## src/logic/reb_pkg.sv

```systemverilog
// Reorder buffer sizes and field widths
// Slot entry struct
// Age helper used by both schedulers
`default_nettype none

package reb_pkg;

	// ====================
	// Sizes and widths
	// ====================
	localparam int REB_ENTRIES = 6;
	localparam int SLOT_W = 3;
	// Slot code 7 marks an empty pick
	localparam logic [SLOT_W-1:0] SLOT_NONE = 3'd7;
	// Wraps mod 16, never more than 6 in flight
	localparam int SN_W = 4;
	localparam int TAG_W = 8;

	// One buffer slot
	typedef struct packed {
		logic v;
		logic mem;
		logic rdy;
		logic issued;
		logic executed;
		logic [SN_W-1:0] sn;
		logic [TAG_W-1:0] tag;
	} reb_entry_t;

	// Distance from the head, smaller is older
	function automatic logic [SN_W-1:0] fn_age(input logic [SN_W-1:0] sn,
		input logic [SN_W-1:0] head);
		return sn - head;
	endfunction

endpackage

`default_nettype wire
```

## src/logic/reb_if.sv

```systemverilog
// Buffer state shared between store and schedulers
// Carries the slot array, head sequence number and the three picks
// One modport per module
`timescale 1ns/1ps
`default_nettype none

interface reb_if
	import reb_pkg::*;
(
	input logic clk,
	input logic rst_n
);

	// Slot state, owned by the store
	reb_entry_t ent [REB_ENTRIES];
	// Sequence number of the next instruction to retire
	logic [SN_W-1:0] head_sn;

	// Scheduler picks, combinational from register state
	logic [SLOT_W-1:0] exec_pick;
	logic [SLOT_W-1:0] retire_pick0;
	logic [SLOT_W-1:0] retire_pick1;

	// Store owns state and consumes every pick
	modport store (output ent, output head_sn,
		input exec_pick, input retire_pick0, input retire_pick1);

	// Clock only feeds the scheduler checks
	modport exec_sched (input clk, input rst_n, input ent, input head_sn,
		output exec_pick);

	modport retire_sched (input clk, input rst_n, input ent, input head_sn,
		output retire_pick0, output retire_pick1);

endinterface

`default_nettype wire

```

## src/logic/reb_top.sv

```systemverilog
// Reorder buffer top level
// Store plus execute and retire schedulers on a shared interface
`timescale 1ns/1ps
`default_nettype none

module reb_top
	import reb_pkg::*;
(
	input  logic             clk,
	input  logic             rst_n,
	// Allocate, four-phase
	input  logic             alloc_req,
	input  logic [TAG_W-1:0] alloc_tag,
	input  logic             alloc_mem,
	input  logic             alloc_rdy,
	output logic             alloc_ack,
	// Operand wake
	input  logic             wake_valid,
	input  logic [TAG_W-1:0] wake_tag,
	// Execution unit, four-phase
	output logic             exec_req,
	output logic [TAG_W-1:0] exec_tag,
	input  logic             exec_ack,
	// Retire, up to two per cycle
	output logic             retire0_valid,
	output logic [TAG_W-1:0] retire0_tag,
	output logic             retire1_valid,
	output logic [TAG_W-1:0] retire1_tag
);

	reb_if rb (.clk(clk), .rst_n(rst_n));

	reb_store u_store (.*, .rb(rb.store));

	exec_sched u_exec_sched (.rb(rb.exec_sched));

	retire_sched u_retire_sched (.rb(rb.retire_sched));

endmodule

`default_nettype wire

```

## src/logic/retire_sched.sv

```systemverilog
// Retire scheduler
// Picks up to two executed slots at the head of program order
`timescale 1ns/1ps
`default_nettype none

module retire_sched
	import reb_pkg::*;
(
	reb_if.retire_sched rb
);

	logic [SLOT_W-1:0] pick0;
	logic [SLOT_W-1:0] pick1;
	// Sequence number right behind the head
	logic [SN_W-1:0] next_sn;

	assign next_sn = rb.head_sn + 1'b1;

	// ====================
	// Head and head plus one
	// ====================
	always_comb begin
		pick0 = SLOT_NONE;
		for (int i = 0; i < REB_ENTRIES; i++) begin
			if (rb.ent[i].v && rb.ent[i].executed && rb.ent[i].sn == rb.head_sn)
				pick0 = SLOT_W'(i);
		end
	end

	// Second slot only behind a retiring head
	always_comb begin
		pick1 = SLOT_NONE;
		for (int i = 0; i < REB_ENTRIES; i++) begin
			if (pick0 != SLOT_NONE && rb.ent[i].v && rb.ent[i].executed &&
				rb.ent[i].sn == next_sn)
				pick1 = SLOT_W'(i);
		end
	end

	assign rb.retire_pick0 = pick0;
	assign rb.retire_pick1 = pick1;

	a_in_order: assert property (@(posedge rb.clk) disable iff (!rb.rst_n)
		(rb.retire_pick0 == SLOT_NONE) |-> (rb.retire_pick1 == SLOT_NONE))
		else $error("second retire pick without a first");

endmodule

`default_nettype wire

```

## src/logic/exec_sched.sv

```systemverilog
// Execute scheduler
// Picks the oldest ready, unissued slot
// Memory slots issue strictly in program order
`timescale 1ns/1ps
`default_nettype none

module exec_sched
	import reb_pkg::*;
(
	reb_if.exec_sched rb
);

	// Slot has an older memory op still waiting
	logic [REB_ENTRIES-1:0] mem_block;
	logic [REB_ENTRIES-1:0] elig;
	logic [SLOT_W-1:0] best;
	logic [SN_W-1:0] best_age;

	// ====================
	// Eligibility
	// ====================
	always_comb begin
		for (int i = 0; i < REB_ENTRIES; i++) begin
			mem_block[i] = 1'b0;
			for (int j = 0; j < REB_ENTRIES; j++) begin
				// Any older live memory op not yet sent blocks a memory op
				if (rb.ent[j].v && rb.ent[j].mem && !rb.ent[j].issued &&
					fn_age(rb.ent[j].sn, rb.head_sn) < fn_age(rb.ent[i].sn, rb.head_sn))
					mem_block[i] = 1'b1;
			end
			elig[i] = rb.ent[i].v && !rb.ent[i].issued && rb.ent[i].rdy &&
				!(rb.ent[i].mem && mem_block[i]);
		end
	end

	// ====================
	// Oldest eligible wins
	// ====================
	always_comb begin
		best = SLOT_NONE;
		best_age = '1;
		for (int i = 0; i < REB_ENTRIES; i++) begin
			if (elig[i] && (best == SLOT_NONE ||
				fn_age(rb.ent[i].sn, rb.head_sn) < best_age)) begin
				best = SLOT_W'(i);
				best_age = fn_age(rb.ent[i].sn, rb.head_sn);
			end
		end
	end

	assign rb.exec_pick = best;

	// Pick must name a live slot the store can issue
	a_pick_valid: assert property (@(posedge rb.clk) disable iff (!rb.rst_n)
		(rb.exec_pick == SLOT_NONE) ||
		(rb.exec_pick < REB_ENTRIES && rb.ent[rb.exec_pick].v))
		else $error("execute pick names an empty slot");

endmodule

`default_nettype wire

```

## src/logic/reb_store.sv

```systemverilog
// Reorder buffer slot storage
// Allocate handshake, wake, execute handshake and retirement
// Checks on the execute handshake and on retired slots
`timescale 1ns/1ps
`default_nettype none

module reb_store
	import reb_pkg::*;
(
	input  logic             clk,
	input  logic             rst_n,
	input  logic             alloc_req,
	input  logic [TAG_W-1:0] alloc_tag,
	input  logic             alloc_mem,
	input  logic             alloc_rdy,
	output logic             alloc_ack,
	input  logic             wake_valid,
	input  logic [TAG_W-1:0] wake_tag,
	output logic             exec_req,
	output logic [TAG_W-1:0] exec_tag,
	input  logic             exec_ack,
	output logic             retire0_valid,
	output logic [TAG_W-1:0] retire0_tag,
	output logic             retire1_valid,
	output logic [TAG_W-1:0] retire1_tag,
	reb_if.store             rb
);

	reb_entry_t ent [REB_ENTRIES];
	logic [SN_W-1:0] head_sn;
	logic [SN_W-1:0] next_sn;
	// Slot of the open execute request
	logic [SLOT_W-1:0] exec_slot;
	logic [SLOT_W-1:0] free_slot;
	logic alloc_go;
	logic issue_go;
	logic ret0_go;
	logic ret1_go;

	assign rb.ent = ent;
	assign rb.head_sn = head_sn;

	// Lowest free slot, scanning down so slot 0 wins
	always_comb begin
		free_slot = SLOT_NONE;
		for (int i = REB_ENTRIES - 1; i >= 0; i--) begin
			if (!ent[i].v)
				free_slot = SLOT_W'(i);
		end
	end

	assign alloc_go = alloc_req && !alloc_ack && (free_slot != SLOT_NONE);
	// New request only with no request open and ack seen low
	assign issue_go = !exec_req && !exec_ack && (rb.exec_pick != SLOT_NONE);
	assign ret0_go = rb.retire_pick0 != SLOT_NONE;
	assign ret1_go = rb.retire_pick1 != SLOT_NONE;

	// ====================
	// Control state
	// ====================
	always_ff @(posedge clk or negedge rst_n) begin
		if (!rst_n) begin
			for (int i = 0; i < REB_ENTRIES; i++)
				ent[i] <= '0;
			head_sn <= '0;
			next_sn <= '0;
			exec_slot <= SLOT_NONE;
			alloc_ack <= 1'b0;
			exec_req <= 1'b0;
			retire0_valid <= 1'b0;
			retire1_valid <= 1'b0;
		end else begin
			// Wake marks every matching live slot
			for (int i = 0; i < REB_ENTRIES; i++) begin
				if (wake_valid && ent[i].v && ent[i].tag == wake_tag)
					ent[i].rdy <= 1'b1;
			end
			// Issue the scheduler's pick
			if (issue_go) begin
				ent[rb.exec_pick].issued <= 1'b1;
				exec_slot <= rb.exec_pick;
				exec_req <= 1'b1;
			end
			// Completion closes the request
			if (exec_req && exec_ack) begin
				ent[exec_slot].executed <= 1'b1;
				exec_req <= 1'b0;
			end
			// Retire in order, pick0 then pick1
			retire0_valid <= ret0_go;
			retire1_valid <= ret1_go;
			if (ret0_go)
				ent[rb.retire_pick0] <= '0;
			if (ret1_go)
				ent[rb.retire_pick1] <= '0;
			head_sn <= head_sn + SN_W'(ret0_go) + SN_W'(ret1_go);
			// Allocate handshake, ack drops once req is seen low
			if (alloc_go) begin
				ent[free_slot] <= '{v: 1'b1, mem: alloc_mem, rdy: alloc_rdy,
					issued: 1'b0, executed: 1'b0, sn: next_sn, tag: alloc_tag};
				next_sn <= next_sn + 1'b1;
				alloc_ack <= 1'b1;
			end else if (alloc_ack && !alloc_req) begin
				alloc_ack <= 1'b0;
			end
		end
	end

	// Tags captured alongside the control edges
	always_ff @(posedge clk) begin
		if (issue_go)
			exec_tag <= ent[rb.exec_pick].tag;
		if (ret0_go)
			retire0_tag <= ent[rb.retire_pick0].tag;
		if (ret1_go)
			retire1_tag <= ent[rb.retire_pick1].tag;
	end

	// ====================
	// Checks
	// ====================
	a_req_after_ack_low: assert property (@(posedge clk) disable iff (!rst_n)
		(!exec_req && exec_ack) |=> !exec_req)
		else $error("exec_req rose while exec_ack high");

	a_retire_executed: assert property (@(posedge clk) disable iff (!rst_n)
		ret0_go |-> ent[rb.retire_pick0].v && ent[rb.retire_pick0].executed &&
		(!ret1_go || (ent[rb.retire_pick1].v && ent[rb.retire_pick1].executed)))
		else $error("retiring a slot that has not executed");

endmodule

`default_nettype wire

```

## config.mk

```make
export PLATFORM = sky130hd
export DESIGN_NAME = reb_top
export DESIGN_NICKNAME = d
export VERILOG_FILES = /design/src/logic/reb_pkg.sv /design/src/logic/reb_if.sv /design/src/logic/reb_top.sv /design/src/logic/retire_sched.sv /design/src/logic/exec_sched.sv /design/src/logic/reb_store.sv
export SDC_FILE = /design/constraint.sdc
export NUM_CORES = 1
export LEC_CHECK = 0
export BUFFER_PORTS_ARGS = -buffer_cell sky130_fd_sc_hd__buf_2
export CAP_MARGIN = 25
export CORE_MARGIN = 4
export CORE_UTILIZATION = 25
export CTS_CLUSTER_DIAMETER = 40
export DETAILED_ROUTE_END_ITERATION = 10
export GPL_TIMING_DRIVEN = 1
export PLACE_DENSITY_LB_ADDON = 0.25
export SLEW_MARGIN = 20
export SYNTH_ARGS = -nofsm -noshare
export SYNTH_HDL_FRONTEND = slang
export SYNTH_SLANG_ARGS = --single-unit
```

## constraint.sdc

```tcl
create_clock -name clk -period 10.7 [get_ports clk]
set_clock_uncertainty 0.15 [all_clocks]
set_input_delay 0 -clock clk [delete_from_list [all_inputs] [get_ports clk]]
set_output_delay 0 -clock clk [all_outputs]
set_load 0.005 [all_outputs]
```

==> results.sh <==
export IMPL_status="finished, final reports clean"
export IMPL_multi_input_area_um2=7246
export IMPL_drive_gt1_frac=0.2192
export IMPL_grt_pass1_vias=9630
export IMPL_dieArea_um2=46920
export IMPL_synthTopCellsByCount="nand2_1, dfrtp_1, o21ai_0"
export IMPL_syn2layout_area_growth_pct=25.21
export IMPL_nets=1429
export IMPL_cts_root_buf="clkbuf_16"
export IMPL_final_util=0.3163
export IMPL_grt_overflow=0
export IMPL_ys_warn_count=0
export IMPL_globalplace_congestion=0.9323
export IMPL_worst_setup_path_end_kind="flip-flop"
export IMPL_path_clk_slew_ps=80
export IMPL_numCtsBuffers=17
export IMPL_grt_pass1_wl_um=61890
export IMPL_syn_num_nets=1306
export IMPL_drt_met1_wl_um=19450
export IMPL_finalCritPeriodShare=0.9805
export IMPL_hold_path_class="in2reg"
export IMPL_die_w_um=216.6
export IMPL_fin_cells=1918
export IMPL_wl_met3_um=2426
export IMPL_grt_max_degree=63
export IMPL_post_place_cells=1850
export IMPL_port_buffers=50
export IMPL_seqCellArea_um2=3652
export IMPL_cp_required_ps=10730
export IMPL_routed_wl_um=41880
export IMPL_arrival_ps=10520
export IMPL_final_setup_viol_count=0
export IMPL_cp_slowest_cell="fa_1"
export IMPL_core_area_um2=43080
export IMPL_critical_path_startpoint_type="flip-flop"
export IMPL_maxUsedRoutingLayer="met4"
export IMPL_relSlewSlack=0.2723
export IMPL_yosys_top_cells_area="dfrtp_1, ha_1, edfxtp_1"
export IMPL_drv_cap=0
export IMPL_vias_per_cell=5.175
export IMPL_synth_cell_types=88
export IMPL_whs_ps=52.55
export IMPL_syn_avg_cell_area_um2=9.097
export IMPL_final_min_clock_period_ps=10490
export IMPL_start_util=0.2526
export IMPL_cp_max_fo=6
export IMPL_hold_viol=0
export IMPL_synth_edf_count=24
export IMPL_cts_tree="built"
export IMPL_dr_total_vias=9926
export IMPL_slowest_delay_ps=530
export IMPL_hold_depth=5
export IMPL_maxSlewViolCount=0
export IMPL_synth_cells=1196
export IMPL_wl_per_cell_um=21.84
export IMPL_grt_antenna_before_repair=1
export IMPL_worst_pin_slew_ps=1091
export IMPL_rsz0062_at_grt="yes"
export IMPL_rows=76
export IMPL_synth_top_area_frac=0.2622
export IMPL_yosysTopAreaCell="dfrtp_1"
export IMPL_clock_sinks=141
export IMPL_clock_fmax_ghz=0.09531
export IMPL_drc=0
export IMPL_first_pass_iters=8
export IMPL_ys_ff_latch=141
export IMPL_first_iter_violations=921
export IMPL_synth_ff_type="dfrtp_1"
export IMPL_fillers=4443
export IMPL_r2r_cells=48
export IMPL_yosysMostFrequentCell="nand2_1"
export IMPL_route_met2_wl_um=18850
export IMPL_async_flop_share=0.8298
export IMPL_syn_area_um2=10880
export IMPL_ios=51
export IMPL_placed_area_um2=12300
export IMPL_die_y_um=216.6
export IMPL_final_area_um2=13620
export IMPL_path_class="reg2reg"
export IMPL_place_hpwl_um=32040
export IMPL_clk_latency_ps=440
export IMPL_clk_path_buf_depth=2
export IMPL_h_tree_depth=4
export IMPL_seq_area_frac_synth=0.3357
export IMPL_grt_total_usage=0.1731
export IMPL_antenna_left=0
[worst max-delay path, delay by kind of cell, from the launching register on]
kind | cells | cell delay [ps]
AO/OA/AOI/OAI | 20 | 3910
adder cells (fa/ha/maj) | 7 | 2140
buffers and inverters | 5 | 710
flip-flops | 1 | 390
multiplexers | 3 | 860
AND/OR/NAND/NOR | 13 | 2000
[registers in the layout, indices dropped and copies added (netlist names)]
name                   cells
u_store.exec_tag           8
u_store.next_sn            4
u_store.rb.ent           102
u_store.alloc_ack          1
u_store.retire1_tag        8
u_store.exec_req           1
u_store.exec_slot          3
u_store.retire1_valid      1
u_store.retire0_valid      1
u_store.retire0_tag        8
u_store.rb.head_sn         4
[stage by stage]
stage                     setup WS [ps]  TNS [ps]
after floorplan                   3.269         0
after global placement            7.081         0
after detailed placement         -257.2     -4586
after CTS                        0.8704         0
after global routing             -229.8     -3525
final                             208.2         0
[timing repair]
action,4_1_cts,5_1_grt
resized for setup,17,56
pin swaps,6,46
hold buffers,15,0
buffers inserted,1,15
hold endpoints to repair,137,0
gates cloned,2,1
setup endpoints to repair,25,26
[routing by layer]
metal | up-vias | global-route usage
met5 | - | 0
met4 | 0 | 0.05398
met3 | 69 | 0.02510
met2 | 368 | 0.2727
met1 | 4862 | 0.2455
li1 | 4627 | -
[area by class of cell]
| class | instances | area share |
|---|---|---|
| Inverter | 67 | 0.01892 |
| Multi-Input combinational cell | 938 | 0.5319 |
| Clock buffer | 18 | 0.03306 |
| Antenna cell | 1 | 0.0001837 |
| Clock inverter | 14 | 0.01323 |
| Sequential cell | 141 | 0.2681 |
| Timing Repair Buffer | 154 | 0.08091 |
| Tap cell | 585 | 0.05373 |
[cells by family (layout without fill, tap and decap cells)]
group | count (synthesis) | after routing | share of synthesized area
buf+inv | 120 | 253 | 0.04439
fa+ha+maj | 92 | 92 | 0.1095
flops | 141 | 141 | 0.3357
xor+xnor | 94 | 94 | 0.08176
other cells | 0 | 1 | 0
mux | 56 | 56 | 0.05405
simple gates | 379 | 379 | 0.1694
compound gates | 314 | 317 | 0.2053
[cells in the final DEF (no fill, tap or decap), types with 6 or more instances in the layout]
master and n:
a21oi_2 8, ha_4 10, buf_2 49, a21o_1 22, a22o_1 35, dfrtp_1 114, a211o_1 9, o21a_1 8
xor2_2 6, a22oi_1 8, and2_1 6, a21oi_1 40, nor4_1 18, mux2_2 18, nor2b_1 17, xor2_1 51
nor3_1 20, nand3_1 18, nand3b_1 10, and3_1 15, o221ai_1 6, o21ai_0 77, a211oi_1 6, xnor2_1 33
nand4_1 14, nor2_1 54, a221oi_1 14, mux2i_1 32, dlygate4sd3_1 15, inv_2 8, inv_1 57, buf_4 84
o31ai_1 7, edfxtp_1 24, nand2b_1 12, nand2_1 156, clkbuf_16 18, ha_1 68
[path summary, 6_finish.rpt]
kind	startpoint	endpoint	slack, ps
worst max-delay path	u_store.rb.head_sn[1]	u_store.exec_tag[4]	210
worst min-delay path	wake_tag[6]	u_store.rb.ent[31]	50
worst max register to register	u_store.rb.head_sn[1]	u_store.exec_tag[4]	210
worst min register to register	u_store.rb.ent[97]	u_store.rb.ent[97]	360
max in group asynchronous	rst_n	u_store.rb.ent[59]	9010
min in group asynchronous	rst_n	u_store.retire1_valid	60
Power is left out: the tool's default activity adds up to more than one toggle a clock period on the data nets, which glitch-free logic cannot reach.
